$ cat config.mk
export PLATFORM = sky130hd
export DESIGN_NAME = refill_sequencer_flat
export DESIGN_NICKNAME = d
export VERILOG_FILES = /design/src/common/cache_pkg.sv /design/src/common/way_ctrl_if.sv /design/src/source/refill_sequencer.sv /design/src/flat_wrapper.sv
export SDC_FILE = /design/constraint.sdc
export NUM_CORES = 1
export LEC_CHECK = 0
export BUFFER_PORTS_ARGS = -buffer_cell sky130_fd_sc_hd__clkbuf_2
export CAP_MARGIN = 25
export CORE_ASPECT_RATIO = 0.5
export CORE_UTILIZATION = 37
export CTS_BUF_LIST = sky130_fd_sc_hd__clkbuf_4
export CTS_CLUSTER_SIZE = 16
export DETAILED_ROUTE_END_ITERATION = 8
export PLACE_DENSITY = 0.95
export SETUP_SLACK_MARGIN = 0.02
export SYNTH_ARGS = -nofsm -noshare
export SYNTH_HDL_FRONTEND = slang
export SYNTH_SLANG_ARGS = --single-unit
$ cat constraint.sdc
create_clock -name clk -period 2.9 [get_ports clk]
set_clock_uncertainty 0.15 [all_clocks]
set_input_delay 0.58 -clock clk [delete_from_list [all_inputs] [get_ports clk]]
set_output_delay 0.58 -clock clk [all_outputs]
set_load 0.01 [all_outputs]
$ cat src/common/cache_pkg.sv
package cache_pkg;

    localparam int WORDS_PER_LINE = 4;

    // rd_type / wr_type code for a whole-line burst
    localparam logic [2:0] BURST_LINE_TYPE = 3'd4;

    typedef logic [31:0] word_t;
    typedef logic [3:0]  strb_t;
    typedef logic [7:0]  index_t;   // addr[11:4]
    typedef logic [19:0] tag_t;     // addr[31:12]
    typedef logic [3:0]  offset_t;  // byte within line
    typedef logic [1:0]  beat_t;    // word within line

    typedef word_t [WORDS_PER_LINE-1:0] line_t;

    typedef struct packed {
        tag_t tag;
        logic valid;  // bit 0
    } tag_entry_t;

    typedef enum logic {
        OP_READ  = 1'b0,
        OP_WRITE = 1'b1
    } op_e;

    typedef struct packed {
        op_e     op;
        index_t  index;
        tag_t    tag;
        offset_t offset;
        strb_t   wstrb;
        word_t   wdata;
    } req_t;

    typedef enum logic [2:0] {
        S_IDLE    = 3'd0,
        S_LOOKUP  = 3'd1,
        S_MISS    = 3'd2,
        S_REPLACE = 3'd3,
        S_REFILL  = 3'd4
    } cache_state_e;

endpackage
$ cat src/common/way_ctrl_if.sv
interface way_ctrl_if
    import cache_pkg::*;
();

    logic       en;          // ram enable, read and write
    index_t     index;
    logic       tag_we;
    tag_entry_t tag_in;
    logic       dirty_we;
    logic       dirty_in;
    strb_t      bank_wstrb [WORDS_PER_LINE];  // one byte mask per bank
    word_t      word_in;     // shared by all banks

    modport ctrl (
        output en, index, tag_we, tag_in, dirty_we, dirty_in
    );

    modport data (
        output bank_wstrb, word_in
    );

    modport store (
        input en, index, tag_we, tag_in, dirty_we, dirty_in,
        input bank_wstrb, word_in
    );

endinterface

$ cat src/source/refill_sequencer.sv
module refill_sequencer
    import cache_pkg::*;
(
    input  logic         clk,
    input  logic         resetn,
    input  cache_state_e state,
    input  req_t         req,
    input  logic         hit_way,
    input  logic         victim_way,
    input  logic         ret_valid,
    input  word_t        ret_data,
    output logic         beat_match,
    way_ctrl_if.data     way0,
    way_ctrl_if.data     way1
);
    beat_t beat;
    beat_t req_beat;
    logic  target_way;
    strb_t bank_strb [WORDS_PER_LINE];
    word_t byte_mask;

    always_ff @(posedge clk or negedge resetn)
    begin
        if (!resetn)
            beat <= '0;
        else if (state != S_REFILL)
            beat <= '0;  // starts at zero on entry
        else if (ret_valid)
            beat <= beat + 1'b1;
    end

    assign req_beat   = req.offset[3:2];
    assign beat_match = state == S_REFILL && ret_valid && beat == req_beat;
    assign target_way = (state == S_REFILL) ? victim_way : hit_way;

    always_comb
    begin
        for (int b = 0; b < WORDS_PER_LINE; b++)
        begin
            bank_strb[b] = '0;
            if (state == S_REFILL && ret_valid && beat == beat_t'(b))
                bank_strb[b] = '1;
            else if (state == S_LOOKUP && req.op == OP_WRITE && req_beat == beat_t'(b))
                bank_strb[b] = req.wstrb;  // write hit, gated by way enable
        end
        for (int b = 0; b < WORDS_PER_LINE; b++)
        begin
            way0.bank_wstrb[b] = target_way ? strb_t'(0) : bank_strb[b];
            way1.bank_wstrb[b] = target_way ? bank_strb[b] : strb_t'(0);
        end
    end

    assign byte_mask = {{8{req.wstrb[3]}}, {8{req.wstrb[2]}},
                        {8{req.wstrb[1]}}, {8{req.wstrb[0]}}};

    // store bytes go over the refilled word on a write miss
    always_comb
    begin
        if (state != S_REFILL)
            way0.word_in = req.wdata;
        else if (req.op == OP_WRITE && beat == req_beat)
            way0.word_in = (req.wdata & byte_mask) | (ret_data & ~byte_mask);
        else
            way0.word_in = ret_data;
    end

    assign way1.word_in = way0.word_in;

endmodule

$ cat src/flat_wrapper.sv
// flat-port wrapper written by rule: the top's interface ports become plain ports
module refill_sequencer_flat import cache_pkg::*;
  (clk, resetn, state, req, hit_way, victim_way, ret_valid, ret_data, beat_match, way0_bank_wstrb, way0_word_in, way1_bank_wstrb, way1_word_in);
  way_ctrl_if way0_i ();
  way_ctrl_if way1_i ();
  input  logic clk;
  input  logic resetn;
  input  cache_state_e state;
  input  req_t req;
  input  logic hit_way;
  input  logic victim_way;
  input  logic ret_valid;
  input  word_t ret_data;
  output logic beat_match;
  output wire logic [$bits(way0_i.bank_wstrb)-1:0] way0_bank_wstrb;
  output wire logic [$bits(way0_i.word_in)-1:0] way0_word_in;
  output wire logic [$bits(way1_i.bank_wstrb)-1:0] way1_bank_wstrb;
  output wire logic [$bits(way1_i.word_in)-1:0] way1_word_in;
  assign way0_bank_wstrb = {>>{way0_i.bank_wstrb}};
  assign way0_word_in = way0_i.word_in;
  assign way1_bank_wstrb = {>>{way1_i.bank_wstrb}};
  assign way1_word_in = way1_i.word_in;
  refill_sequencer u_core (.clk(clk), .resetn(resetn), .state(state), .req(req), .hit_way(hit_way), .victim_way(victim_way), .ret_valid(ret_valid), .ret_data(ret_data), .beat_match(beat_match), .way0(way0_i), .way1(way1_i));
endmodule
Word level (Yosys, flattened, before mapping)
Cells that the tools add are included.
{ "word_totals": {"wordCells": 52, "reg_bits": 2, "input_bits": 109} }
{ "op_classes": {"n_reduce_logical": 15, "n_mux": 21, "eq_ne": 10, "add_sub_neg": 1, "n_bitwise": 4} }
{ "ops": {"columns": ["cell", "n"], "rows": [
  ["bitwise AND 32 bit", 2],
  ["two-way mux 32 bit", 2],
  ["two-way mux 4 bit", 16],
  ["inverter 32 bit", 1],
  ["OR 32 bit", 1],
  ["logical AND 1 bit", 12],
  ["equality test 2 bit (second input constant)", 4],
  ["equality test 2 x 1 -> 1 bit (second input constant)", 2],
  ["zero test 2 bit", 2],
  ["two-way mux 2 bit", 2],
  ["equality test 3 x 1 -> 1 bit (second input constant)", 1],
  ["equality test 3 bit (second input constant)", 1],
  ["!= test 3 bit (second input constant)", 1],
  ["adder 2 x 1 -> 2 bit (second input constant)", 1],
  ["equality test 2 bit", 1],
  ["nonzero test 2 bit", 1],
  ["two-way mux 1 bit", 1]
]} }

Longest topological paths before layout
{ "depth": {"ltp_word": 6, "ltp_mapped": 6, "mapped_depth_nobuf": 4} }

Worst setup path before layout
OpenSTA, ideal clock, no wires.
{ "synth_timing": {"path_type": "input-to-output", "start": "input port state[1]", "end": "output port way1_word_in[23]", "cell_stages": 6, "t_arrival_ns": 1.661, "slack_ns": 0.509, "n_path_buf": 3, "cell_sequence": "or3b_1 > buf_2 > buf_6 > a32oi_1 > o21ai_1 > buf_4"} }
{ "synth_via": {"elab_chain_len": 2} }
{ "synth_rtl": {"columns": ["item", "line", "text"], "rows": [
  ["start, declared", "flat_wrapper.sv:8", "input cache_state_e state;"],
  ["!= test 3 bit", "refill_sequencer.sv:59", "if (state != S_REFILL)"],
  ["two-way mux 32 bit", "refill_sequencer.sv:59", null],
  ["end, declared", "flat_wrapper.sv:18", "output wire logic [$bits(way1_i.word_in)-1:0] way1_word_in;"]
]} }
No other way between the ends.

Worst setup path after layout
{ "layout_timing": {"start": "input port state[1]", "end": "output port way0_word_in[13]"} }
{ "layout_via": {"elab_chain_len": 2} }
{ "layout_rtl": {"columns": ["item", "line", "text"], "rows": [
  ["!= test 3 bit", "refill_sequencer.sv:59", null],
  ["two-way mux 32 bit", "refill_sequencer.sv:59", null],
  ["end, declared", "flat_wrapper.sv:16", "output wire logic [$bits(way0_i.word_in)-1:0] way0_word_in;"]
]} }
No other way between the ends.

==> results.env <==
OUTCOME='finished clean'
PINS_OVER_SLEW_LIMIT=0
YS_FF_LATCH=2
PORT_BUFFERS=175
DETAILED_ROUTE_ITER0_VIOLATIONS=126
DP_CELLS=449
CRIT-REG2REG-CAPTURE='u_core.beat[1]'
POWER_PER_CELL_AREA_mW_PER_MM2=180.5
TIMING.FINAL.SETUP_VIOLATIONS=0
FIRST_PASS_ITERS=4
DRV_CAP=0
AREA.GROWTH.SYNTH_TO_FINAL_PCT=39.67
GRT_OVERFLOW=0
TIMING.CRITICAL_PATH.BUF_INV=3
SYNTH.NET_COUNT=380
FIN_NETS=511
GRT_PASS1_VIAS=2019
TIMING.REG2REG.SETUP_SLACK_PS=1530
MOST_FLOPS_REGISTER='u_core.beat'
CTS.REPORTEDPATHS.CLKPINSLEW_PS=30
YOSYSUNIQUECELLTYPES=24
FINAL-HOLD-VIOLATION-COUNT=0
TIMING.MAX_SLEW.REL_SLACK=0.6395
SYN_AREA_MM2=0.001732
TIGHTEST_SLEW_PS=540.8
HPWLAFTERDP_MM=4.915
ANTENNA_CELLS=0
POST_DRT_WL_PER_CELL_UM=13.54
R2R-START='u_core.beat[0]'
CTS.ROOT.BUFFER_CELL='sky130_fd_sc_hd__clkbuf_4'
INITIAL_UTILIZATION=0.3895
DPL_WORST_SLACK_PS=266.6
CPPEAKSTAGEDELAY_PS=430
WIRELENGTH_MM=6.132
YOSYS_WARNINGS=0
CRIT_FAMILY='buffers and inverters'
ANTENNA_FOUND_INITIAL=0
INSERTION_DELAY_PS=230
DIE_HEIGHT_UM=50.38
FINISH.CELL_COUNT_WITHOUT_FILLERS=453
CTS_MADE_BUFFERS=3
FINAL_CELL_MIX='sky130_fd_sc_hd__clkbuf_2 (175), sky130_fd_sc_hd__a32oi_1 (48), sky130_fd_sc_hd__nor2_1 (35)'
ANT_NETS=0
LAYOUT_MIN_CYCLE_TIME_PS=2647
PATH_MAX_FANOUT=32
FINALCRITPERIODSHARE=0.9127
TIMING.CRITICAL_PATH.TO_TYPE='primary output'
CRITPATHARRIVALTIME_PS=1920
SYNTHCELLS=267
CORE.ROWCOUNT=17
VIASPERCELL=5.430
TIMING.HOLD.WORST.CLASS='in -> async'
TOP_LEVEL_PORTS=206
DIE_X_UM=98.75
CTSRESIZECOUNT=0
P_LEAK_uW=0.001343
PLACEABLE_CORE_REGION_MM2=0.004446
TRITONCTS='done'
WEIGHTED_CONGESTION_REPORTED_AT_THE_END_OF_ROUTABILITY_DRIVEN_PLACEMENT=0.8231
IRDROPWORSTVDD_V=0.0001288
RSZ0062_AT_GRT='no'
DESIGN.DIE.AREA_MM2=0.004975
WORSTREGTOREGCELLS=4
SETUP_TNS_PS=0
GROUTE.USAGE.OVERALL=0.2295
DRCVIOLATIONCOUNT=0
DRIVE_ABOVE_1_SHARE=0.4949
TOTAL_VIA_COUNT_IN_THE_ROUTED_DESIGN=2460
SEQ_AREA_FRAC_SYNTH=0.02890
CTS_H_TREE_LVLS=1
CLOCK-SINKS=2
WORST_EP_REQUIRED_TIME_PS=2170
LAYOUT_COMMONEST_CELL='sky130_fd_sc_hd__clkbuf_2'
CTS-HOLD-FIX-BUFFERS=1
LARGEST_REGISTER_FF_COUNT=2
CTS_POST_SETUP_BUFFERS_INSERTED=0
POST-ROUTE-WORST-SETUP-SLACK_PS=253.3
TIMING.CRITICAL_PATH.CELLS='clkbuf_2, or3b_1, buf_4, a32oi_1, o21ai_1, clkbuf_2'
MEAN_AREA_PER_SYNTHESIZED_CELL_UM2=6.486
START_KIND='primary input'
REGISTERS_WITH_THE_HIGHEST_FLIP_FLOP_COUNTS='u_core.beat (2)'
FIRST_PASS_GRT_WIRE_LENGTH_MM=9.342
FMAX_GHz=0.3778
CRITICAL-PATH-SLOWEST-CELL='sky130_fd_sc_hd__or3b_1'
SETUP_CP_TYPE='in -> out'
PATH_COMMON_CELL='sky130_fd_sc_hd__clkbuf_2'
GRT_MAX_DEGREE=38
CTS_MAX_PATH_BUFFERS=2
==> logic make-up (layout without fill, tap and decap cells) <==
logic type / count (synthesis) / in the layout / share of synthesized area
xor+xnor: 3 / 3 / 0.02384
flops: 2 / 2 / 0.02890
mux: 3 / 3 / 0.02239
simple gates: 111 / 111 / 0.3244
buf+inv: 64 / 193 / 0.2363
compound gates: 80 / 80 / 0.3353
fa+ha+maj: 4 / 4 / 0.02890
==> cell type report <==
cell class                 instances  area [um^2]
tap                               57        71.32
inverter                           2        7.507
fill                             460         2027
clock buffer                       3        22.52
timing repair buffer             188        988.4
multi-input combinational        201         1279
sequential                         2        50.05
==> cell usage after synthesis <==
cell type / number / area share
sky130_fd_sc_hd__mux2_4: 1 / 0.0087
sky130_fd_sc_hd__buf_6: 4 / 0.026
sky130_fd_sc_hd__inv_1: 2 / 0.0043
sky130_fd_sc_hd__mux2i_1: 1 / 0.0058
sky130_fd_sc_hd__a32oi_1: 48 / 0.24
sky130_fd_sc_hd__mux2i_2: 1 / 0.0079
sky130_fd_sc_hd__nor3b_4: 1 / 0.011
sky130_fd_sc_hd__o21ai_1: 32 / 0.092
sky130_fd_sc_hd__nand2_1: 32 / 0.069
sky130_fd_sc_hd__xnor2_1: 1 / 0.0051
sky130_fd_sc_hd__buf_4: 34 / 0.15
sky130_fd_sc_hd__nor4bb_1: 1 / 0.0058
sky130_fd_sc_hd__dfrtp_1: 2 / 0.029
sky130_fd_sc_hd__and4_1: 4 / 0.020
sky130_fd_sc_hd__and3_1: 33 / 0.12
sky130_fd_sc_hd__ha_1: 4 / 0.029
sky130_fd_sc_hd__or3b_1: 1 / 0.0051
sky130_fd_sc_hd__nor2_1: 35 / 0.076
sky130_fd_sc_hd__and4bb_1: 1 / 0.0072
sky130_fd_sc_hd__xnor2_2: 2 / 0.019
sky130_fd_sc_hd__clkbuf_1: 15 / 0.033
sky130_fd_sc_hd__buf_2: 9 / 0.026
sky130_fd_sc_hd__nor2b_1: 2 / 0.0072
sky130_fd_sc_hd__and2_1: 1 / 0.0036
==> power breakdown <==
group / internal (uW) / switching (uW) / total, uW
sequential: 28.6 / 1.06 / 29.6
clock: 45.8 / 17.8 / 63.6
combinational: 149 / 195 / 343
==> routing by layer <==
layer  wire length [um]  global-route usage  part of all wire
met1               2764              0.3067              0.45
met2               3042              0.4033              0.50
met3                257             0.01532             0.042
met4                 68             0.06219             0.011
met5                  0                   0                 0
==> worst max-delay path by stage <==
stage / slack, ps / end / startpoint / cells after the start
2_1_floorplan: 510 / way1_word_in[23] / state[1] / 6
3_3_place_gp: 300 / way0_word_in[13] / state[1] / 6
3_5_place_dp: 270 / way0_word_in[13] / state[1] / 6
4_1_cts: 260 / way0_word_in[13] / state[1] / 6
5_1_grt: 180 / way0_word_in[22] / state[1] / 6
6_report: 250 / way0_word_in[13] / state[1] / 6
==> stage by stage <==
stage / instance area, um^2 / total power [uW] / hold WS (ps) / util
after floorplan: 1732 / 257.6 / 134.4 / -
after global placement: 2386 / 363.0 / 215.4 / 0.5367
after detailed placement: 2386 / 370.4 / 219.0 / 0.5367
after CTS: 2419 / 438.8 / 506.1 / 0.5440
after global routing: 2419 / 478.7 / 527.0 / 0.5440
final: 2419 / 436.6 / 527.8 / 0.5440
Power figures use the tool's default switching activity.
