`src/common/cache_pkg.sv`:
```
package cache_pkg;

    localparam int WORDS_PER_LINE = 4;

    // rd_type / wr_type code for a whole-line burst
    localparam logic [2:0] BURST_LINE_TYPE = 3'd4;

    typedef logic [31:0] word_t;
    typedef logic [3:0]  strb_t;
    typedef logic [7:0]  index_t;   // addr[11:4]
    typedef logic [19:0] tag_t;     // addr[31:12]
    typedef logic [3:0]  offset_t;  // byte within line
    typedef logic [1:0]  beat_t;    // word within line

    typedef word_t [WORDS_PER_LINE-1:0] line_t;

    typedef struct packed {
        tag_t tag;
        logic valid;  // bit 0
    } tag_entry_t;

    typedef enum logic {
        OP_READ  = 1'b0,
        OP_WRITE = 1'b1
    } op_e;

    typedef struct packed {
        op_e     op;
        index_t  index;
        tag_t    tag;
        offset_t offset;
        strb_t   wstrb;
        word_t   wdata;
    } req_t;

    typedef enum logic [2:0] {
        S_IDLE    = 3'd0,
        S_LOOKUP  = 3'd1,
        S_MISS    = 3'd2,
        S_REPLACE = 3'd3,
        S_REFILL  = 3'd4
    } cache_state_e;

endpackage
```
`src/source/cache_lookup.sv`:
```
module cache_lookup
    import cache_pkg::*;
(
    input  logic         clk,
    input  logic         resetn,
    input  logic         capture_req,
    input  cache_state_e state,
    input  logic         op,
    input  index_t       index,
    input  tag_t         tag,
    input  offset_t      offset,
    input  strb_t        wstrb,
    input  word_t        wdata,
    input  line_t        way0_line,
    input  line_t        way1_line,
    input  tag_entry_t   way0_tag,
    input  tag_entry_t   way1_tag,
    input  logic         way0_dirty,
    input  logic         way1_dirty,
    output req_t         req,
    output logic         cache_hit,
    output logic         hit_way,
    output word_t        load_word,
    output logic         victim_way,
    output logic         victim_dirty,
    output line_t        victim_line,
    output tag_t         victim_tag
);
    req_t  cpu_req;
    req_t  req_q;
    logic  way0_hit;
    logic  way1_hit;
    beat_t word_sel;
    logic  victim_sel;  // chosen from current ram outputs

    assign cpu_req = '{
        op:     op_e'(op),
        index:  index,
        tag:    tag,
        offset: offset,
        wstrb:  wstrb,
        wdata:  wdata
    };

    always_ff @(posedge clk)
    begin
        if (capture_req)
            req_q <= cpu_req;
    end

    // in idle the incoming request addresses the rams directly
    assign req = (state == S_IDLE) ? cpu_req : req_q;

    assign way0_hit  = way0_tag.valid && way0_tag.tag == req_q.tag;
    assign way1_hit  = way1_tag.valid && way1_tag.tag == req_q.tag;
    assign cache_hit = way0_hit || way1_hit;
    assign hit_way   = way1_hit;

    assign word_sel  = req_q.offset[3:2];
    assign load_word = way1_hit ? way1_line[word_sel] : way0_line[word_sel];

    // invalid way 0, then invalid way 1, else way 0
    assign victim_sel = !way0_tag.valid ? 1'b0 :
                        !way1_tag.valid ? 1'b1 :
                                          1'b0;

    assign victim_line  = victim_sel ? way1_line     : way0_line;
    assign victim_tag   = victim_sel ? way1_tag.tag  : way0_tag.tag;
    assign victim_dirty = victim_sel ? way1_dirty    : way0_dirty;

    // ram outputs hold through replace, so the choice is stable
    always_ff @(posedge clk or negedge resetn)
    begin
        if (!resetn)
            victim_way <= 1'b0;
        else if (state == S_REPLACE)
            victim_way <= victim_sel;
    end

endmodule

```
`config.mk`:
```
export PLATFORM = sky130hd
export DESIGN_NAME = cache_lookup
export DESIGN_NICKNAME = d
export VERILOG_FILES = /design/src/common/cache_pkg.sv /design/src/source/cache_lookup.sv
export SDC_FILE = /design/constraint.sdc
export NUM_CORES = 1
export LEC_CHECK = 0
export BUFFER_PORTS_ARGS = -buffer_cell sky130_fd_sc_hd__buf_2
export CORE_AREA = 2 2 248 250
export DETAILED_ROUTE_END_ITERATION = 8
export DIE_AREA = 0 0 250 252
export SLEW_MARGIN = 20
export SYNTH_ARGS = -nofsm -noshare
export SYNTH_HDL_FRONTEND = slang
export SYNTH_SLANG_ARGS = --single-unit
```
`constraint.sdc`:
```
create_clock -name clk -period 5.1 [get_ports clk]
set_input_delay 0.765 -clock clk [delete_from_list [all_inputs] [get_ports clk]]
set_output_delay 0.765 -clock clk [all_outputs]
set_load 0.05 [all_outputs]
```
Word-level counts from Yosys, hierarchy flattened:

Index checks and enable logic that the tools add are counted.

* flip-flop bits (word level): 70
* bits in latches: 0
* RAM bits: 0
* memory bits (read-only): 0
* bits of input ports: 375
* logic and storage cells: 26
* memories: 0

* $add $sub $neg: 0
* multipliers: 0
* divide/modulo/power cells: 0
* $lt $le $gt $ge: 1
* eq/ne operators: 3
* shift-type cells: 0
* muxes and demuxes: 11
* bitwise gates (word level): 0
* reduce and logical (&&, ||, !) cells: 4

Operators with widths (number)
* $bmux 32 s2: 2
* $mux 128: 1
* $mux 32: 3
* $mux 69: 1
* $eq 20x20->1: 2
* $mux 20: 1
* $eq 3x2->1 const B: 1
* $logic_not 3->1: 1
* $lt 2x3->1 const B: 1
* $mux 1: 3
* $logic_and 1x1->1: 2
* $logic_or 1x1->1: 1

Logic depth before layout (Yosys ltp):

Gate-level depths: netlist of run 1.

* depth after elaboration: 3
* mapped depth: 7
* gate-level depth less buffers: 5

Worst setup path before layout of run 1:

Ideal clock, no wire load.

* path type: in2out
* start point: input port way1_tag[15] (netlist bit)
* end point: output port cache_hit
* data arrival time: 2.959 ns
* required time: 4.335 ns
* slack: 1.376 ns
* stages: 5
* path buffers: 0
* cell sequence: xor2_1 nor4_1 nand4_1 nor3_1 a41o_1

* cells in the longest elaborated chain, start to end: 3

RTL lines
* start, declared: line cache_lookup.sv:17 `input tag_entry_t way1_tag,`
* $eq 20x20->1: line cache_lookup.sv:55 `assign way1_hit = way1_tag.valid && way1_tag.tag == req_q.tag;`
* $logic_and 1x1->1: line cache_lookup.sv:55
* named net hit_way: line cache_lookup.sv:22 `output logic hit_way,`
* $logic_or 1x1->1: line cache_lookup.sv:56 `assign cache_hit = way0_hit || way1_hit;`
* end, declared: line cache_lookup.sv:21 `output logic cache_hit,`

The timed path passes the listed nets, and every way through them passes these cells.

Worst setup path after layout of run 1:

* start point: input port way1_tag[8] (netlist bit)
* end point: output port load_word[21]

* cells in the longest elaborated chain, start to end: 3

RTL lines
* $eq 20x20->1: line cache_lookup.sv:55
* $logic_and 1x1->1: line cache_lookup.sv:55
* $mux 32: line cache_lookup.sv:60 `assign load_word = way1_hit ? way1_line[word_sel] : way0_line[word_sel];`
* end, declared: line cache_lookup.sv:23 `output word_t load_word,`

No other way between the ends.

==> flow_summary_export.csv, run 1 <==
group,metric,value,unit
sta,skew,0,ns
place,io_buffer_count,627,
power_and_ir_drop,p_per_area,253,nW/um2
setup_path,required,4.34,ns
clocking,clock_path_buffers,2,
setup_path,cp_max_fo,32,
final_layout,nets,1478,
sta,post-route-period-util,83.7,%
sta,max_slew.worst_pin.slew,1.04,ns
die,start_util,12.0,%
die,ios,628,
setup_path,critical_path_class,"in2out",
power_and_ir_drop,combPwrFrac,53.3,%
run_status,status,"finished clean",
clocking,cts_setup_buffers,0,
final_layout,fin_cells,1895,
die,fp-row-count,90,
power_and_ir_drop,totalPowerFinal,2.93,mW
final_layout,layout-drive-gt1-share,88.0,%
clocking,clkLatencyLatePin,0.36,ns
synth,yosysSeqAreaShare,29.0,%
place,place.gp.congestion,0.935,
sta,hold_viol_final,0,
clocking,numCtsBuffers,9,
sta,max_freq,234,MHz
drt,final_antenna_net_count,0,
final_layout,areaGrowthSynthToFinish,60.1,%
sta,finalSetupViolations,0,
power_and_ir_drop,swShare,47.0,%
setup_path,cp.arrival,3.50,ns
sta,max_slew_margin,31.0,%
power_and_ir_drop,internal_power,1.55,mW
place,dp.cells,1874,
flow_run,maxCapViolations,0,
sta,finalSetupTns,0,ns
sta,worst_slack,0.833,ns
synth,synth_edf_count,69,
drt,drt_iter0_drc,478,
setup_path,critPathLaunchType,"input port",
hold_path,hold_path.class,"in2async",
die,fp.dieW,250,um
synth,synth_area,7230,um2
drt,vias,7477,
synth,ys_ff_latch,70,
synth,synth_cells,495,
setup_path,cp_top_family,"simple AND/OR/NAND/NOR gates",
place,postPlaceCellArea,11300,um2
setup_path,cp.buffers_inverters,3,
synth,yosysWarnings,0,
clocking,cts_sinks,70,
power_and_ir_drop,p_seq_share,24.2,%
setup_path,end_kind,"primary output",
setup_path,cp_cell_sequence,"buf_2 -> xnor2_1 -> and4b_1 -> nand4_1 -> or4_2 -> buf_4 -> mux2_4 -> buf_2",
drt,routed_wl,41.6,mm
setup_path,slowest_stage,"or4_2",
sta,maxSlewViolCount,0,
clocking,h-tree-depth,3,
place,dp_hpwl,35.9,mm
global_routing,grt_pass1_vias,7713,
setup_path,crit_top_cell,"buf_2",
die,fp.coreArea,60100,um2
die,die_height,252,um
global_routing,overflow,0,
global_routing,grt_use_total,12.4,%
global_routing,antenna_found_initial,26,
drt,vias_per_cell,3.95,
drt,route.detailed.drc,0,
final_layout,fin_area,11600,um2
place,dp_slack,0.771,ns
sta,rsz0062_at_grt,"false",
clocking,clk_pin_slew,0.06,ns
power_and_ir_drop,peakVddDrop,203,uV
final_layout,final_util,19.2,%
die,dieArea,63000,um2
sta,hold-worst-slack,0.168,ns
clocking,cts_tree,"built",
clocking,cts_resized,0,
global_routing,grt_pass1_wl,55.9,mm
synth,async_flop_share,1.43,%
drt,wl_per_cell,21.9,um
power_and_ir_drop,p_leak,5.06,nW
global_routing,grt_start_max_net_pins,70,
drt,dr.pass1.iters,5,
power_and_ir_drop,p_switching,1.38,mW
synth,syn_avg_cell_area,14.6,um2
synth,syn-num-nets,870,
synth,synthDistinctLibCells,27,
setup_path,cpPeakStageDelay,0.68,ns
clocking,root_buffer,"clkbuf_16",
power_and_ir_drop,power.clock.fraction,22.5,%
sta,period_minus_slack,4.27,ns
clocking,cts_hold_buf,0,
synth,yosys_most_used_dff,"edfxtp_1",
## layout by cell type (no fill, tap or decap), types with 2 or more instances in the layout
master and count:
buf_2 626, edfxtp_1 69, nor4_1 4, xnor2_1 25
mux4_2 64, diode_2 5, clkbuf_16 9, nand4_1 6
inv_6 4, mux2_2 221, nor3_1 2, xor2_1 15
mux2_4 30, buf_4 10, buf_12 3, nand2_1 4
## layout make-up
type | instances | area, um2
antenna | 5 | 12.5
clock buffer | 9 | 225
clock inverter | 7 | 62.6
fill | 6595 | 48600
multi-input combinational | 383 | 4930
sequential | 70 | 2100
tap | 782 | 978
timing repair buffer | 639 | 3270
## cell usage after synthesis (3+ instances only)
cell type	n	share of area [%]
mux4_2	64	20
nor4_1	4	0.35
edfxtp_1	69	29
nand2_1	4	0.21
mux2_4	30	6.2
xor2_1	15	1.8
buf_2	3	0.21
nand4_1	6	0.52
xnor2_1	25	3.0
buf_1	4	0.21
clkbuf_1	31	1.6
buf_12	3	0.83
nor3_1	3	0.21
mux2_2	221	34
## registers in the layout, indices dropped and copies added, names as in the netlist
signal	cells
req_q	69
victim_way	1
## cells by family after synthesis
family          share of synthesized area [%]
buf+inv                                  3.01
xor+xnor                                 4.85
simple gates                             2.42
compound gates                          0.138
flops                                    29.0
mux                                      60.6
## metal layers
layer,part of all wire [%],vias to the layer above,global-route usage [%]
met4,4.0,16,4.67
met3,10,94,4.98
li1,-,3253,-
met1,38,3616,13.9
met5,0.26,-,0
met2,48,498,21.2
## power by group through the flow
stage / Combinational, mW / Clock [mW] / Sequential (mW)
CTS: 1.57 / 0.712 / 0.711
detailed placement: 1.57 / 0 / 0.723
global placement: 1.56 / 0 / 0.721
global route: 1.63 / 0.725 / 0.716
finish: 1.56 / 0.658 / 0.710
floorplan: 1.08 / 0 / 0.717
## path summary, 6_finish.rpt
| kind | to | cells past startpoint | slack, ns | start |
|---|---|---|---|---|
| max | load_word[21] | 8 | 0.83 | way1_tag[8] |
| min | victim_way | 1 | 0.17 | resetn |
| max reg2reg | victim_way | 1 | 4.35 | victim_way |
| min reg2reg | victim_way | 1 | 0.52 | victim_way |
| max in group asynchronous | victim_way | 1 | 4.85 | resetn |
| min in group clk | victim_way | 1 | 0.52 | victim_way |
Power figures use the tool's default switching activity.
==> inputs of run 2 (changes only) <==
Settings changed: CORE_AREA 2 2 248 250 to 2 2 242 244, DIE_AREA 0 0 250 252 to 0 0 244 246.
Clock period 5.1 ns to 4.4 ns, I/O delays scaled along.
==> flow_summary_export.csv, run 2 (synthesis results as in run 1) <==
group,metric,value,unit
run_status,status,"finished clean",
drt,routed_wl,39.2,mm
setup_path,slowest_stage,"or4_2",
setup_path,cp_cell_sequence,"xnor2_1 -> and4b_1 -> nand4_1 -> or4_2 -> buf_12 -> mux2_4 -> buf_2",
final_layout,final_cell_mix,"627 x buf_2, 221 x mux2_2, 69 x edfxtp_1, 64 x mux4_2, 30 x mux2_4",
setup_path,end_kind,"primary output",
final_layout,largest-register,"req_q",
clocking,clkLatencyLatePin,0.36,ns
setup_path,cpPeakStageDelay,0.71,ns
place,dp_hpwl,33.8,mm
sta,skew,0,ns
setup_path,cp.arrival,3.20,ns
place,io_buffer_count,627,
power_and_ir_drop,p_per_area,298,nW/um2
clocking,cts_sinks,70,
sta,period_minus_slack,3.86,ns
clocking,root_buffer,"clkbuf_16",
final_layout,layout-drive-gt1-share,87.9,%
power_and_ir_drop,peakVddDrop,316,uV
flow_run,maxCapViolations,0,
drt,wl_per_cell,20.9,um
clocking,h-tree-depth,3,
clocking,cts_hold_buf,0,
place,dp_slack,0.597,ns
die,start_util,12.6,%
sta,max_slew_margin,32.3,%
setup_path,critical_path_class,"reg2out",
clocking,cts_setup_buffers,0,
setup_path,timing.rr.start,"victim_way",
die,dieArea,60000,um2
global_routing,grt_pass1_vias,7569,
final_layout,areaGrowthSynthToFinish,60.7,%
drt,vias,7518,
clocking,clock_path_buffers,2,
setup_path,required,3.74,ns
power_and_ir_drop,p_leak,5.08,nW
global_routing,antenna_found_initial,16,
die,fp.dieW,244,um
sta,finalSetupViolations,0,
sta,max_freq,259,MHz
setup_path,r2r_slack,3.66,ns
setup_path,rr_endpoint,"victim_way",
die,fp-row-count,88,
global_routing,grt_start_max_net_pins,72,
final_layout,top_regs,"req_q (69), victim_way (1)",
die,die_height,246,um
sta,max_slew.worst_pin.slew,1.02,ns
sta,finalSetupTns,0,ns
clocking,clk_pin_slew,0.07,ns
sta,hold_viol_final,0,
die,ios,628,
sta,maxSlewViolCount,0,
sta,worst_slack,0.537,ns
final_layout,nets,1478,
setup_path,critPathLaunchType,"flop",
die,fp.coreArea,57400,um2
drt,route.detailed.drc,0,
clocking,cts_resized,0,
setup_path,cp_max_fo,32,
setup_path,r2r_cells,1,
clocking,cts_tree,"built",
power_and_ir_drop,totalPowerFinal,3.46,mW
drt,dr.pass1.iters,4,
global_routing,overflow,0,
hold_path,hold_path.class,"in2async",
drt,vias_per_cell,4.01,
clocking,numCtsBuffers,9,
drt,drt_iter0_drc,276,
final_layout,largest_reg_flops,69,
global_routing,grt_pass1_wl,52.3,mm
drt,final_antenna_net_count,0,
sta,post-route-period-util,87.8,%
sta,rsz0062_at_grt,"false",
place,place.gp.congestion,0.943,
final_layout,layout_commonest_cell,"buf_2",
global_routing,grt_use_total,12.1,%
==> run 2: cell types whose count changed in the layout (fill, tap and decap cells not counted) <==
| cell | before | now |
|---|---|---|
| inv_6 | 4 | 1 |
| inv_8 | 1 | 0 |
| clkinv_4 | 1 | 2 |
| buf_2 | 626 | 627 |
| buf_12 | 3 | 6 |
| diode_2 | 5 | 4 |
| buf_4 | 10 | 6 |
| clkbuf_1 | 0 | 1 |
| bufinv_16 | 0 | 2 |
==> run 2: power breakdown <==
group / internal [mW] / total, mW / switching, mW
Clock: 0.501 / 0.829 / 0.328
Combinational: 0.611 / 1.80 / 1.19
Sequential: 0.794 / 0.832 / 0.0382
==> run 2: worst max path at each step <==
stage / startpoint / to / slack [ns] / cells past startpoint
after CTS: req_q[51] / load_word[17] / 0.53 / 7
after global placement: way1_tag[12] / load_word[7] / 0.61 / 8
final: req_q[51] / load_word[17] / 0.54 / 7
after floorplan: way1_tag[15] / cache_hit / 0.89 / 5
after detailed placement: way1_tag[12] / load_word[17] / 0.60 / 8
after global routing: req_q[59] / load_word[17] / 0.42 / 7
==> run 2: worst max-delay path, delay by kind of cell (launching register included) <==
family	cells	cell delay, ns
xor gates and xnor gates	1	0.43
and+or+nand+nor	3	1.08
DFF	1	0.44
buffers and inverters	2	0.42
muxes	1	0.37
==> run 2: cell type report <==
type | instances | area (um2)
Clock inverter | 6 | 93.8
Timing Repair Buffer | 639 | 3300
Tap cell | 765 | 957
Sequential cell | 70 | 2100
Antenna cell | 4 | 10.0
Multi-Input combinational cell | 383 | 4930
Fill cell | 6236 | 45700
Clock buffer | 10 | 229
==> run 2: stage by stage <==
step	util, %	area, um2	cells	hold slack (ns)
after floorplan	-	7230	495	0.364
after global placement	19.7	11300	1857	0.438
after detailed placement	19.7	11300	1857	0.440
after CTS	20.2	11600	1873	0.0386
after global routing	20.3	11600	1876	0.0409
final	20.3	11600	1877	0.0590
==> run 2: per-layer routing <==
metal / up-vias / wire length (um) / GRT usage, %
met3: 57 / 3000 / 3.39
li1: 3254 / - / -
met1: 3712 / 14700 / 13.2
met4: 12 / 1080 / 3.84
met2: 483 / 20400 / 22.4
met5: - / 79 / 0
==> inputs of run 3 (changes only) <==
Settings changed: CELL_PAD_IN_SITES_DETAIL_PLACEMENT set to 1, CELL_PAD_IN_SITES_GLOBAL_PLACEMENT set to 2, CORE_AREA 2 2 242 244 to 2 2 244 246, DIE_AREA 0 0 244 246 to 0 0 246 248, PLACE_DENSITY_LB_ADDON set to 0.1.
Clock period 4.4 ns to 3.35 ns, I/O delays scaled along.
==> flow_summary_export.csv, run 3 (synthesis results as in run 1) <==
group,metric,value,unit
final_layout,largest_reg_flops,69,
global_routing,overflow,0,
sta,skew,0,ns
drt,routed_wl,50.0,mm
sta,hold-worst-slack,0.318,ns
global_routing,grt_pass1_vias,8112,
die,start_util,12.4,%
setup_path,cp_cell_sequence,"xnor2_2 -> nor4b_2 -> buf_4 -> nand4_1 -> or4_4 -> buf_16 -> mux2_4 -> buf_4",
die,ios,628,
die,fp.coreArea,58500,um2
sta,worst_slack,-0.0528,ns
setup_path,cp_max_fo,12,
hold_path,holdPathEnd,"req_q[16]",
place,dp_slack,-0.131,ns
global_routing,grt_start_max_net_pins,57,
die,dieArea,61000,um2
global_routing,antenna_found_initial,39,
final_layout,areaGrowthSynthToFinish,65.8,%
setup_path,cp.buffers_inverters,3,
clocking,cts_sinks,70,
final_layout,layout-drive-gt1-share,88.2,%
drt,drt_iter0_drc,197,
setup_path,r2r_cells,1,
final_layout,layout_commonest_cell,"buf_2",
clocking,h-tree-depth,3,
clocking,numCtsBuffers,9,
clocking,root_buffer,"clkbuf_16",
final_layout,final_util,20.5,%
final_layout,top_regs,"req_q (69), victim_way (1)",
sta,max_slew_margin,52.0,%
hold_path,hold_path.class,"in2reg",
hold_path,worstHoldStart,"wdata[16]",
power_and_ir_drop,p_leak,5.26,nW
setup_path,critPathLaunchType,"flop",
global_routing,grt_pass1_wl,65.9,mm
die,die_height,248,um
drt,vias,7405,
clocking,clkLatencyLatePin,0.36,ns
drt,route.detailed.drc,0,
power_and_ir_drop,peakVddDrop,365,uV
power_and_ir_drop,totalPowerFinal,4.69,mW
sta,max_freq,294,MHz
place,dp_hpwl,43.2,mm
sta,max_slew.worst_pin.slew,0.713,ns
run_status,violations,"negative setup slack",
final_layout,final_cell_mix,"594 x buf_2, 221 x mux2_2, 69 x edfxtp_1, 64 x mux4_2, 53 x buf_4",
sta,hold_viol_final,0,
sta,period_minus_slack,3.40,ns
clocking,cts_tree,"built",
clocking,clk_pin_slew,0.08,ns
final_layout,largest-register,"req_q",
setup_path,crit_top_cell,"buf_4",
drt,dr.pass1.iters,4,
hold_path,min_path_cells,1,
sta,maxSlewViolCount,0,
final_layout,fill_cells,6756,
final_layout,nets,1498,
run_status,status,"finished, violations left",
die,fp-row-count,89,
sta,finalSetupViolations,32,
place,io_buffer_count,627,
drt,wl_per_cell,26.1,um
setup_path,end_kind,"primary output",
place,dp.cells,1879,
setup_path,critical_path_class,"reg2out",
final_layout,fin_cells,1914,
setup_path,r2r_slack,2.61,ns
die,fp.dieW,246,um
setup_path,cp.arrival,2.90,ns
drt,final_antenna_net_count,0,
setup_path,cpPeakStageDelay,0.58,ns
sta,rsz0062_at_grt,"true",
setup_path,required,2.85,ns
final_layout,multi_input_area,4940,um2
setup_path,cp_top_family,"simple AND/OR/NAND/NOR gates",
setup_path,timing.rr.start,"victim_way",
global_routing,grt_use_total,15.6,%
sta,post-route-period-util,102,%
setup_path,rr_endpoint,"victim_way",
power_and_ir_drop,p_per_area,391,nW/um2
setup_path,slowest_stage,"or4_4",
flow_run,maxCapViolations,0,
drt,vias_per_cell,3.87,
clocking,clock_path_buffers,2,
place,place.gp.congestion,0.855,
final_layout,seqCellArea,2100,um2
run 3: cell types whose count changed in the layout (fill, tap and decap cells not counted), sizes merged:
cell         change
diode            +9
inv              +2
clkbuf           -1
clkinv           -1
dlygate4sd3      +1
buf             +19
run 3: where the power goes:
group,internal (mW),total (mW),switching (mW)
combinational,0.859,2.48,1.62
sequential,1.04,1.08,0.0359
clock,0.663,1.13,0.471
total,2.56,4.69,2.13
run 3: how the worst max path moves through the flow:
stage	end	cells after the start	startpoint
finish	load_word[14]	8	req_q[45]
detailed placement	load_word[23]	9	way1_tag[6]
global placement	load_word[20]	9	way1_tag[6]
CTS	load_word[23]	8	req_q[44]
floorplan	cache_hit	5	way1_tag[15]
global route	load_word[3]	8	req_q[44]
run 3: metrics by stage:
stage	setup TNS, ns	instance area [um2]
6_report	-1.19	12000
5_1_grt	-5.65	12000
4_1_cts	-3.24	11900
3_5_place_dp	-3.59	11400
3_3_place_gp	-0.842	11400
2_1_floorplan	0	7230
run 3: routing by layer:
layer  up-vias  share of wire (%)  GRT usage [%]
li1       3289                  -              -
met1      3567                 35           15.8
met2       407                 51           27.4
met3       108                 11           7.43
met4        34                3.3           6.52
met5         -               0.38              0
run 3: final cells by class:
type | instances | area share [%]
Clock inverter | 7 | 0.856
Clock buffer | 9 | 1.88
Sequential cell | 70 | 17.5
Tap cell | 773 | 8.07
Antenna cell | 13 | 0.271
Multi-Input combinational cell | 383 | 41.2
Timing Repair Buffer | 659 | 30.2
run 3: timing repair:
item,4_1_cts,5_1_grt
hold buffers,1,0
endpoints found under the hold margin,1,0
gates resized for setup,40,0
cloned,2,0
pin swaps,2,0
setup endpoints to repair,32,32
buffers inserted,2,1
