===== config.mk =====
export PLATFORM = sky130hd
export DESIGN_NAME = cache_ctrl_fsm_flat
export DESIGN_NICKNAME = d
export VERILOG_FILES = /design/src/common/cache_pkg.sv /design/src/common/way_ctrl_if.sv /design/src/source/cache_ctrl_fsm.sv /design/src/flat_wrapper.sv
export SDC_FILE = /design/constraint.sdc
export NUM_CORES = 1
export LEC_CHECK = 0
export BUFFER_PORTS_ARGS = -buffer_cell sky130_fd_sc_hd__buf_2
export CAP_MARGIN = 30
export CORE_ASPECT_RATIO = 0.75
export CORE_MARGIN = 2
export CORE_UTILIZATION = 25
export DETAILED_ROUTE_END_ITERATION = 8
export GPL_TIMING_DRIVEN = 0
export PLACE_DENSITY = 0.8
export SYNTH_ARGS = -nofsm -noshare
export SYNTH_HDL_FRONTEND = slang
export SYNTH_SLANG_ARGS = --single-unit

===== constraint.sdc =====
create_clock -name clk -period 1.7 [get_ports clk]
set_clock_uncertainty 0.05 [all_clocks]
set_input_delay 0.255 -clock clk [delete_from_list [all_inputs] [get_ports clk]]
set_output_delay 0.255 -clock clk [all_outputs]
set_load 0.01 [all_outputs]

===== src/common/cache_pkg.sv =====
package cache_pkg;

    localparam int WORDS_PER_LINE = 4;

    // rd_type / wr_type code for a whole-line burst
    localparam logic [2:0] BURST_LINE_TYPE = 3'd4;

    typedef logic [31:0] word_t;
    typedef logic [3:0]  strb_t;
    typedef logic [7:0]  index_t;   // addr[11:4]
    typedef logic [19:0] tag_t;     // addr[31:12]
    typedef logic [3:0]  offset_t;  // byte within line
    typedef logic [1:0]  beat_t;    // word within line

    typedef word_t [WORDS_PER_LINE-1:0] line_t;

    typedef struct packed {
        tag_t tag;
        logic valid;  // bit 0
    } tag_entry_t;

    typedef enum logic {
        OP_READ  = 1'b0,
        OP_WRITE = 1'b1
    } op_e;

    typedef struct packed {
        op_e     op;
        index_t  index;
        tag_t    tag;
        offset_t offset;
        strb_t   wstrb;
        word_t   wdata;
    } req_t;

    typedef enum logic [2:0] {
        S_IDLE    = 3'd0,
        S_LOOKUP  = 3'd1,
        S_MISS    = 3'd2,
        S_REPLACE = 3'd3,
        S_REFILL  = 3'd4
    } cache_state_e;

endpackage

===== src/common/way_ctrl_if.sv =====
interface way_ctrl_if
    import cache_pkg::*;
();

    logic       en;          // ram enable, read and write
    index_t     index;
    logic       tag_we;
    tag_entry_t tag_in;
    logic       dirty_we;
    logic       dirty_in;
    strb_t      bank_wstrb [WORDS_PER_LINE];  // one byte mask per bank
    word_t      word_in;     // shared by all banks

    modport ctrl (
        output en, index, tag_we, tag_in, dirty_we, dirty_in
    );

    modport data (
        output bank_wstrb, word_in
    );

    modport store (
        input en, index, tag_we, tag_in, dirty_we, dirty_in,
        input bank_wstrb, word_in
    );

endinterface


===== src/source/cache_ctrl_fsm.sv =====
module cache_ctrl_fsm
    import cache_pkg::*;
(
    input  logic         clk,
    input  logic         resetn,
    input  logic         valid,
    input  req_t         req,
    input  logic         cache_hit,
    input  logic         hit_way,
    input  logic         victim_dirty,
    input  logic         victim_way,
    input  logic         rd_rdy,
    input  logic         ret_valid,
    input  logic         ret_last,
    input  logic         wr_rdy,
    output cache_state_e state,
    output logic         addr_ok,
    output logic         rd_req,
    output logic         wr_req,
    output logic         capture_req,
    way_ctrl_if.ctrl     way0,
    way_ctrl_if.ctrl     way1
);
    cache_state_e next_state;
    logic         first_replace;
    logic         victim_rd;
    logic         hit_wr;
    logic         refill_wr;
    logic [1:0]   hit_sel;     // per way, write hit
    logic [1:0]   refill_sel;  // per way, refill beat
    tag_entry_t   new_tag;
    logic         dirty_next;

    always_ff @(posedge clk or negedge resetn)
    begin
        if (!resetn)
            state <= S_IDLE;
        else
            state <= next_state;
    end

    always_comb
    begin
        next_state = state;
        case (state)
            S_IDLE:
                if (valid)
                    next_state = S_LOOKUP;
            S_LOOKUP:
                next_state = cache_hit ? S_IDLE : S_MISS;
            S_MISS:
                if (wr_rdy)
                    next_state = S_REPLACE;
            S_REPLACE:
                if (rd_rdy)
                    next_state = S_REFILL;
            S_REFILL:
                if (ret_valid && ret_last)
                    next_state = S_IDLE;
            default:
                next_state = S_IDLE;
        endcase
    end

    // writeback may only go out in the first replace cycle
    always_ff @(posedge clk or negedge resetn)
    begin
        if (!resetn)
            first_replace <= 1'b0;
        else
            first_replace <= victim_rd;
    end

    assign addr_ok     = state == S_IDLE;
    assign capture_req = valid && addr_ok;
    assign rd_req      = state == S_REPLACE;
    assign wr_req      = first_replace && victim_dirty;

    assign victim_rd = state == S_MISS && wr_rdy;  // read both ways at req index
    assign hit_wr    = state == S_LOOKUP && cache_hit && req.op == OP_WRITE;
    assign refill_wr = state == S_REFILL && ret_valid;

    assign hit_sel    = hit_wr ? (hit_way ? 2'b10 : 2'b01) : 2'b00;
    assign refill_sel = refill_wr ? (victim_way ? 2'b10 : 2'b01) : 2'b00;

    assign new_tag    = '{tag: req.tag, valid: 1'b1};
    assign dirty_next = req.op == OP_WRITE;  // clean after a read refill

    assign way0.en       = capture_req || victim_rd || hit_sel[0] || refill_sel[0];
    assign way0.index    = req.index;
    assign way0.tag_we   = refill_sel[0] && ret_last;
    assign way0.tag_in   = new_tag;
    assign way0.dirty_we = hit_sel[0] || (refill_sel[0] && ret_last);
    assign way0.dirty_in = dirty_next;

    assign way1.en       = capture_req || victim_rd || hit_sel[1] || refill_sel[1];
    assign way1.index    = req.index;
    assign way1.tag_we   = refill_sel[1] && ret_last;
    assign way1.tag_in   = new_tag;
    assign way1.dirty_we = hit_sel[1] || (refill_sel[1] && ret_last);
    assign way1.dirty_in = dirty_next;

endmodule


===== src/flat_wrapper.sv =====
// flat-port wrapper written by rule: the top's interface ports become plain ports
module cache_ctrl_fsm_flat import cache_pkg::*;
  (clk, resetn, valid, req, cache_hit, hit_way, victim_dirty, victim_way, rd_rdy, ret_valid, ret_last, wr_rdy, state, addr_ok, rd_req, wr_req, capture_req, way0_en, way0_index, way0_tag_we, way0_tag_in, way0_dirty_we, way0_dirty_in, way1_en, way1_index, way1_tag_we, way1_tag_in, way1_dirty_we, way1_dirty_in);
  way_ctrl_if way0_i ();
  way_ctrl_if way1_i ();
  input  logic clk;
  input  logic resetn;
  input  logic valid;
  input  req_t req;
  input  logic cache_hit;
  input  logic hit_way;
  input  logic victim_dirty;
  input  logic victim_way;
  input  logic rd_rdy;
  input  logic ret_valid;
  input  logic ret_last;
  input  logic wr_rdy;
  output cache_state_e state;
  output logic addr_ok;
  output logic rd_req;
  output logic wr_req;
  output logic capture_req;
  output wire logic [$bits(way0_i.en)-1:0] way0_en;
  output wire logic [$bits(way0_i.index)-1:0] way0_index;
  output wire logic [$bits(way0_i.tag_we)-1:0] way0_tag_we;
  output wire logic [$bits(way0_i.tag_in)-1:0] way0_tag_in;
  output wire logic [$bits(way0_i.dirty_we)-1:0] way0_dirty_we;
  output wire logic [$bits(way0_i.dirty_in)-1:0] way0_dirty_in;
  output wire logic [$bits(way1_i.en)-1:0] way1_en;
  output wire logic [$bits(way1_i.index)-1:0] way1_index;
  output wire logic [$bits(way1_i.tag_we)-1:0] way1_tag_we;
  output wire logic [$bits(way1_i.tag_in)-1:0] way1_tag_in;
  output wire logic [$bits(way1_i.dirty_we)-1:0] way1_dirty_we;
  output wire logic [$bits(way1_i.dirty_in)-1:0] way1_dirty_in;
  assign way0_en = way0_i.en;
  assign way0_index = way0_i.index;
  assign way0_tag_we = way0_i.tag_we;
  assign way0_tag_in = way0_i.tag_in;
  assign way0_dirty_we = way0_i.dirty_we;
  assign way0_dirty_in = way0_i.dirty_in;
  assign way1_en = way1_i.en;
  assign way1_index = way1_i.index;
  assign way1_tag_we = way1_i.tag_we;
  assign way1_tag_in = way1_i.tag_in;
  assign way1_dirty_we = way1_i.dirty_we;
  assign way1_dirty_in = way1_i.dirty_in;
  cache_ctrl_fsm u_core (.clk(clk), .resetn(resetn), .valid(valid), .req(req), .cache_hit(cache_hit), .hit_way(hit_way), .victim_dirty(victim_dirty), .victim_way(victim_way), .rd_rdy(rd_rdy), .ret_valid(ret_valid), .ret_last(ret_last), .wr_rdy(wr_rdy), .state(state), .addr_ok(addr_ok), .rd_req(rd_req), .wr_req(wr_req), .capture_req(capture_req), .way0(way0_i), .way1(way1_i));
endmodule

== Word level (Yosys, flattened, before mapping) ==
Index checks and enable logic that the tools add are counted.

* Register bits: 4
* Bits in latches: 0
* Bits in writable memories: 0
* Bits in read-only memories: 0
* Output and inout bits: 73
* Memories: 0

* Add/sub/neg operators: 0
* Multiply operators: 0
* Divide/modulo/power cells: 0
* Magnitude comparators: 0
* Eq/ne operators: 8
* Shifts and indexed selects: 0
* Mux-type cells: 10
* Bitwise gates (word level): 0
* Reductions and logical operators: 18

{| class="wikitable"
|+ Operators by type and width
! kind !! count
|-
| one-hot mux 3 bit (5 select lines) || 1
|-
| 2-to-1 mux 3 bit || 4
|-
| 2-to-1 mux 2 bit || 5
|-
| logical AND 1 bit || 9
|-
| logical OR 1 bit || 7
|-
| equality test 3 x 2 -> 1 bit (second input constant) || 2
|-
| inequality test 2 bit (second input constant) || 3
|-
| AND reduction 4 bit || 1
|-
| equality test 3 x 1 -> 1 bit (second input constant) || 1
|-
| equality test 3 bit (second input constant) || 1
|-
| logical NOT 3 bit || 1
|-
| inequality test 2 x 1 -> 1 bit (second input constant) || 1
|}

== Depth between registers and ports, before layout ==
Gate-level depths: netlist of the first run.

* Depth after elaboration: 6
* Gate-level depth with buffers: 4

== Worst setup path before layout of the first run ==
No wires, ideal clock.

* Path kind: flip-flop to output port
* Start point: reg u_core.state[0]
* End point: out capture_req
* Data arrival time: 1.139 ns
* Data required time: 1.395 ns
* Slack: 0.256 ns
* Stages on the path, launching flop included: 4
* Buffers on the path: 1
* Cell sequence: dfrtp_1 buf_4 nor3_1 and2_1

* Word-level cells in the longest chain between the ends: 2

{| class="wikitable"
|+ RTL lines
! item !! line !! RTL
|-
| start: declaration || cache_ctrl_fsm.sv:16 || <nowiki>output cache_state_e state,</nowiki>
|-
| start signal: assignment || cache_ctrl_fsm.sv:39 || <nowiki>state <= next_state;</nowiki>
|-
| logical NOT 3 bit || cache_ctrl_fsm.sv:74 || <nowiki>assign addr_ok = state == S_IDLE;</nowiki>
|-
| via addr_ok || flat_wrapper.sv:19 || <nowiki>output logic addr_ok;</nowiki>
|-
| logical AND 1 bit || cache_ctrl_fsm.sv:75 || <nowiki>assign capture_req = valid && addr_ok;</nowiki>
|-
| end: declaration || flat_wrapper.sv:22 || <nowiki>output logic capture_req;</nowiki>
|}

The timed path passes the listed nets, and every way through them passes these cells.

== Worst setup path after layout of the first run ==
* Start point: reg u_core.state[1]
* End point: out way1_en

* Word-level cells in the longest chain between the ends: 6
* Elaborated cells between the ends (all ways): 14

{| class="wikitable"
|+ RTL lines
! item !! line !! RTL
|-
| equality test 3 x 1 -> 1 bit || cache_ctrl_fsm.sv:80 || <nowiki>assign hit_wr = state == S_LOOKUP && cache_hit && req.op == OP_WRITE;</nowiki>
|-
| logical AND 1 bit (2 in a row) || cache_ctrl_fsm.sv:80 ||
|-
| 2-to-1 mux 2 bit || cache_ctrl_fsm.sv:83 || <nowiki>assign hit_sel = hit_wr ? (hit_way ? 2'b10 : 2'b01) : 2'b00;</nowiki>
|-
| logical OR 1 bit || cache_ctrl_fsm.sv:96 || <nowiki>assign way1.en = capture_req || victim_rd || hit_sel[1] || refill_sel[1];</nowiki>
|-
| logical OR 1 bit (*) || cache_ctrl_fsm.sv:96 ||
|-
| end: declaration || flat_wrapper.sv:29 || <nowiki>output wire logic [$bits(way1_i.en)-1:0] way1_en;</nowiki>
|}

Every way passes the cells marked *; elsewhere a longest branch is shown, timed or not.

==> reports/qor.yml, run 1 <==
dpl_cell_area_um2: 1240
grt_pass1_vias: 715
min_path_cells: 3
p_leak_nw: 0.819
path_cells: "buf_6 > mux2i_2 > or3_4 > nand3_1 > buf_2"
crit_path_start_kind: "flop"
ant_nets: 0
hold_path_class: "input pin to flop"
initial_core_util_pct: 26.4
die_y_um: 52.4
ys_seq_area_share_pct: 12.8
core_um2: 2960
detail_route.wl_per_cell_um: 9.00
synthArstFlopShare_pct: 100
vias: 849
synth_cell_type_count: 23
crit_slowest_cell: "dfrtp_1"
crit_type: "flop to primary output"
cp.depth: 5
drt_wl_total_um: 2030
cts_sinks: 4
dieWidth_um: 68.5
syn_area_um2: 779
fin_ws_ns: -0.0346
worstPathRequired_ns: 1.39
critPathArrivalTime_ns: 1.43
cp_max_fo: 8
io_buffers: 82
h-tree-depth: 1
path_buf_inv: 2
cp-end-kind: "primary output"
dp_slack_ns: 0.197
firstDrtPassIters: 4
r2r_start: "u_core.state[0]$_DFFE_PN0P_"
reg2reg_slack_ns: 0.47
min_period_over_period_pct: 102
track_usage_pct: 10.3
p_total_mw: 1.05
synth_warnings: 0
ys_ff_latch: 4
rsz0062_at_grt: "yes"
finalSetupViolations: 2
num_antenna_cells: 0
drv_cap: 0
slew_viol_final: 0
die_area_um2: 3590
critPathMaxStageDelay_ns: 0.37
min_from: "wr_rdy"
cts.path.max_buffers: 2
power_density_nw_per_um2: 798
status: "finished, violations left"
grt_pass1_wl_um: 2790
holdPathEnd: "u_core.first_replace$_DFF_PN0_"
grt_max_degree: 11
fmax_ghz: 0.577
finalHoldViolations: 0
netlist_instances: 100
reg2reg_depth: 4
worstReg2RegEnd: "u_core.state[2]$_DFFE_PN0P_"
vdd_drop_max_mv: 0.302
drcViolationCount: 0
area_growth_pct: 68.2
drive_gt1_share_pct: 83.5
path_clk_slew_ns: 0.03
critical_path.top_delay_family: "simple AND/OR/NAND/NOR gates"
cts_root_buffer: "clkbuf_8"
layout.nets: 270
min_period_ns: 1.73
ios: 153
dr.first_iter.drc_count: 7
final_cell_area_um2: 1310
cts_tree: "done"
cts_buffers: 3
core.rowCount: 17
insertion_delay_ns: 0.22
routabilityCongestion: 0.702
synth_edf_count: 0
violations: "setup timing"
vias_per_cell: 3.76
place_hpwl_um: 1750
postSynthAreaPerCell_um2: 7.79
ys.flop_type: "dfrtp_1"
overflow: 0
antenna_found_initial: 0
[final cells by class]
cell class / count / area (um2)
Clock buffer: 3 / 41.3
Fill cell: 308 / 1650
Tap cell: 38 / 47.5
Timing Repair Buffer: 84 / 428
Multi-Input combinational cell: 34 / 221
Buffer: 62 / 469
Sequential cell: 4 / 100
Inverter: 1 / 3.75
[cells by family after synthesis]
group | share of synthesized area (%)
AOI/OAI and AO/OA | 4.66
buffers and inverters | 60.7
DFF | 12.8
muxes | 1.28
other | 0.481
and+or+nand+nor | 20.1
[routing by layer]
layer | track usage [%] | share of wire (%)
met4 | 4.00 | 1.1
met1 | 10.6 | 34
met2 | 20.4 | 58
met3 | 1.51 | 6.8
met5 | 0 | 0
[state kept, by name (all words and copies together) (netlist names)]
name,flops
u_core.state,3
u_core.first_replace,1
[worst max path at each step]
stage,from,slack [ns],to
final,u_core.state[1]$_DFFE_PN0P_,-0.03,way1_en
after global routing,u_core.state[1]$_DFFE_PN0P_,-0.08,way0_en
after CTS,u_core.state[1]$_DFFE_PN0P_,-0.03,way0_en
after detailed placement,u_core.state[1]$_DFFE_PN0P_,0.20,way0_en
after global placement,u_core.state[1]$_DFFE_PN0P_,0.20,way0_en
after floorplan,u_core.state[0]$_DFFE_PN0P_,0.26,capture_req
[Yosys cell counts, types with 2 or more instances]
| library cell | instances | share of area, % |
|---|---|---|
| dfrtp_1 | 4 | 13 |
| nand3_1 | 3 | 1.9 |
| nor3_1 | 2 | 1.3 |
| nor2_1 | 5 | 2.4 |
| and2_1 | 2 | 1.6 |
| nand2_1 | 7 | 3.4 |
| buf_4 | 61 | 59 |
[worst min-delay path, stage by stage]
cell and delay [ns]:
buf_2 0.11, nand2_1 0.06, nor3_1 0.04
[what timing repair did]
| action | in CTS | in global routing |
|---|---|---|
| hold buffers | 1 | 0 |
| hold endpoints to repair | 4 | 0 |
| endpoints found under the setup margin | 3 | 6 |
| buffers inserted | 1 | 0 |
| resized for setup | 1 | 2 |
| pin swaps | 0 | 1 |
[layout by cell type, fill, tap and decap left out, types with 2 or more instances in the layout]
cell      netlist  final
buf_2           0     82
nor2_1          5      5
and2_1          2      2
nand2_1         7      6
nor3_1          2      2
dfrtp_1         4      4
buf_4          61     62
conb_1          1      2
nand3_1         3      3
clkbuf_8        0      3
[per-stage QoR]
step / setup TNS, ns / utilization (%) / hold slack, ns / instances
after detailed placement: 0 / 42.0 / 0.0100 / 221
after floorplan: 0 / - / -0.0906 / 101
after global placement: 0 / 42.0 / 0.00942 / 221
after global routing: -0.356 / 44.4 / 0.245 / 226
after CTS: -0.0522 / 44.1 / 0.220 / 226
final: -0.0652 / 44.4 / 0.230 / 226
[power breakdown]
part / internal (mW) / leakage [nW] / switching, mW
Clock: 0.151 / 0.0216 / 0.0509
Combinational: 0.377 / 0.745 / 0.307
Sequential: 0.130 / 0.0522 / 0.0297
Power figures use the tool's default switching activity.
==> inputs of run 2 (changes only) <==
Settings changed: ABC_AREA set to 1, PLACE_DENSITY 0.8 to 0.81.
==> run 2 against run 1 <==
Area after synthesis down 1.3%. Critical path depth grew 1. Cell count is 7.1% higher. Critical endpoint is now way0_en. Worst hold slack gained 0.031 ns. Non-clock buffer count did not move. The run now ends clean. Utilization rose by 0.58 points.
==> reports/qor.yml, run 2 <==
status: "finished, final reports clean"
grt_pass1_wl_um: 2680
cts_tree: "done"
postSynthAreaPerCell_um2: 6.75
die_area_um2: 3540
cts_sinks: 4
vias: 869
p_total_mw: 1.07
dieWidth_um: 68.1
drive_gt1_share_pct: 76.5
min_period_ns: 1.59
core_um2: 2940
hold_path_class: "input pin to flop"
layout_common_cells: "buf_2 (82), buf_4 (63), nand2_1 (13), inv_1 (11)"
cp_max_fo: 5
io_buffers: 82
finalHoldViolations: 0
top_regs: "u_core.state (3), u_core.first_replace (1)"
synth_warnings: 0
detail_route.wl_per_cell_um: 8.41
firstDrtPassIters: 4
drcViolationCount: 0
vdd_drop_max_mv: 0.253
min_path_cells: 3
fin_ws_ns: 0.113
syn_area_um2: 769
cts_buffers: 3
cp-end-kind: "primary output"
ys_top_cells_by_count: "buf_4 (60), nand2_1 (14), inv_1 (12)"
synth_cell_type_count: 12
ys.flop_type: "dfrtp_1"
ios: 153
reg2reg_depth: 7
drt_wl_total_um: 2040
final_core_util_pct: 44.9
yosys.area.top_type: "buf_4"
area_growth_pct: 71.4
regMostFlops: "u_core.state"
h-tree-depth: 1
final_cell_area_um2: 1320
setup_tns_ns: 0
layout.nets: 286
antenna_found_initial: 0
reg2reg_slack_ns: 0.51
path_clk_slew_ns: 0.03
dr.first_iter.drc_count: 24
largest_register_ffs: 3
initial_core_util_pct: 26.2
crit_type: "flop to primary output"
worstReg2RegEnd: "u_core.state[1]$_DFFE_PN0P_"
dp_slack_ns: 0.204
grt_max_degree: 8
core.rowCount: 17
p_leak_nw: 0.876
netlist_instances: 114
track_usage_pct: 9.85
synth_top_area_share_pct: 58.5
synth_area_leaders: "buf_4 (59%), dfrtp_1 (13%), nand2_1 (6.8%)"
drv_cap: 0
rsz0062_at_grt: "no"
cts_root_buffer: "clkbuf_8"
ys_seq_area_share_pct: 13.0
worstPathRequired_ns: 1.39
insertion_delay_ns: 0.22
die_y_um: 52.0
dpl_cell_area_um2: 1230
fmax_ghz: 0.630
synth_most_common_cell: "buf_4"
critPathArrivalTime_ns: 1.28
r2r_start: "u_core.state[0]$_DFFE_PN0P_"
overflow: 0
slew_viol_final: 0
synth_edf_count: 0
finalSetupViolations: 0
final_common_cell: "buf_2"
power_density_nw_per_um2: 813
cts.path.max_buffers: 2
crit_path_start_kind: "flop"
routabilityCongestion: 0.801
grt_pass1_vias: 670
ys_ff_latch: 4
place_hpwl_um: 1790
ant_nets: 0
min_from: "wr_rdy"
holdPathEnd: "u_core.first_replace$_DFF_PN0_"
synthArstFlopShare_pct: 100
vias_per_cell: 3.59
min_period_over_period_pct: 93.3
num_antenna_cells: 0
## run 2: worst max-delay path by stage
stage                                            from       endpoint  slack [ns]  depth (start not counted)
final                     u_core.state[0]$_DFFE_PN0P_        way0_en        0.11                          6
after detailed placement  u_core.state[2]$_DFFE_PN0P_        way0_en        0.20                          6
after global placement    u_core.state[2]$_DFFE_PN0P_        way0_en        0.22                          6
after floorplan           u_core.state[0]$_DFFE_PN0P_  way0_dirty_we        0.35                          3
after global routing      u_core.state[1]$_DFFE_PN0P_  way0_dirty_we       0.004                          4
after CTS                 u_core.state[2]$_DFFE_PN0P_        way0_en        0.02                          6
## run 2: layout make-up
class	instances	area (um2)
Sequential cell	4	104
Timing Repair Buffer	86	443
Buffer	60	450
Fill cell	306	1620
Multi-Input combinational cell	39	188
Inverter	12	45.0
Tap cell	38	47.5
Clock buffer	3	41.3
## run 2: logic make-up after synthesis
| family | Yosys count | synth area share, % |
|---|---|---|
| buf+inv | 72 | 64.4 |
| simple gates | 32 | 18.9 |
| compound gates | 5 | 3.25 |
| flops | 4 | 13.0 |
| other cells | 1 | 0.487 |
## run 2: worst max-delay path, cell delays in order (launching register included)
cell and delay, ns:
dfrtp_2 0.44, nor2_4 0.13, nand2_2 0.07, o21ai_1 0.12, inv_1 0.09, nand3_1 0.08
buf_2 0.13
## run 2: layer usage
layer | track usage [%] | wire length, um | up-vias | share of wire, %
met3 | 4.11 | 248 | 0 | 12
met4 | 3.00 | 0 | 0 | 0
met5 | 0 | 0 | - | 0
li1 | - | - | 467 | -
met1 | 11.2 | 710 | 360 | 35
met2 | 16.7 | 1080 | 42 | 53
## run 2: report_power, final
| part | total (mW) | switching, mW | internal, mW | leakage, nW |
|---|---|---|---|---|
| Clock | 0.201 | 0.0497 | 0.151 | 0.0216 |
| Sequential | 0.191 | 0.0564 | 0.135 | 0.0487 |
| Combinational | 0.680 | 0.344 | 0.336 | 0.806 |
## run 2: per-stage QoR
step | hold WS (ns) | instances
6_report | 0.261 | 242
5_1_grt | 0.278 | 242
4_1_cts | 0.254 | 239
3_5_place_dp | 0.0171 | 235
3_3_place_gp | 0.0121 | 235
2_1_floorplan | -0.0906 | 115
## run 2: timing repair
action / 4_1_cts / 5_1_grt
setup endpoints to repair: 2 / 4
gates cloned: 0 / 0
resized for setup: 1 / 7
buffers inserted: 0 / 3
pin swaps: 0 / 1
endpoints found under the hold margin: 4 / 0
hold buffers: 1 / 0
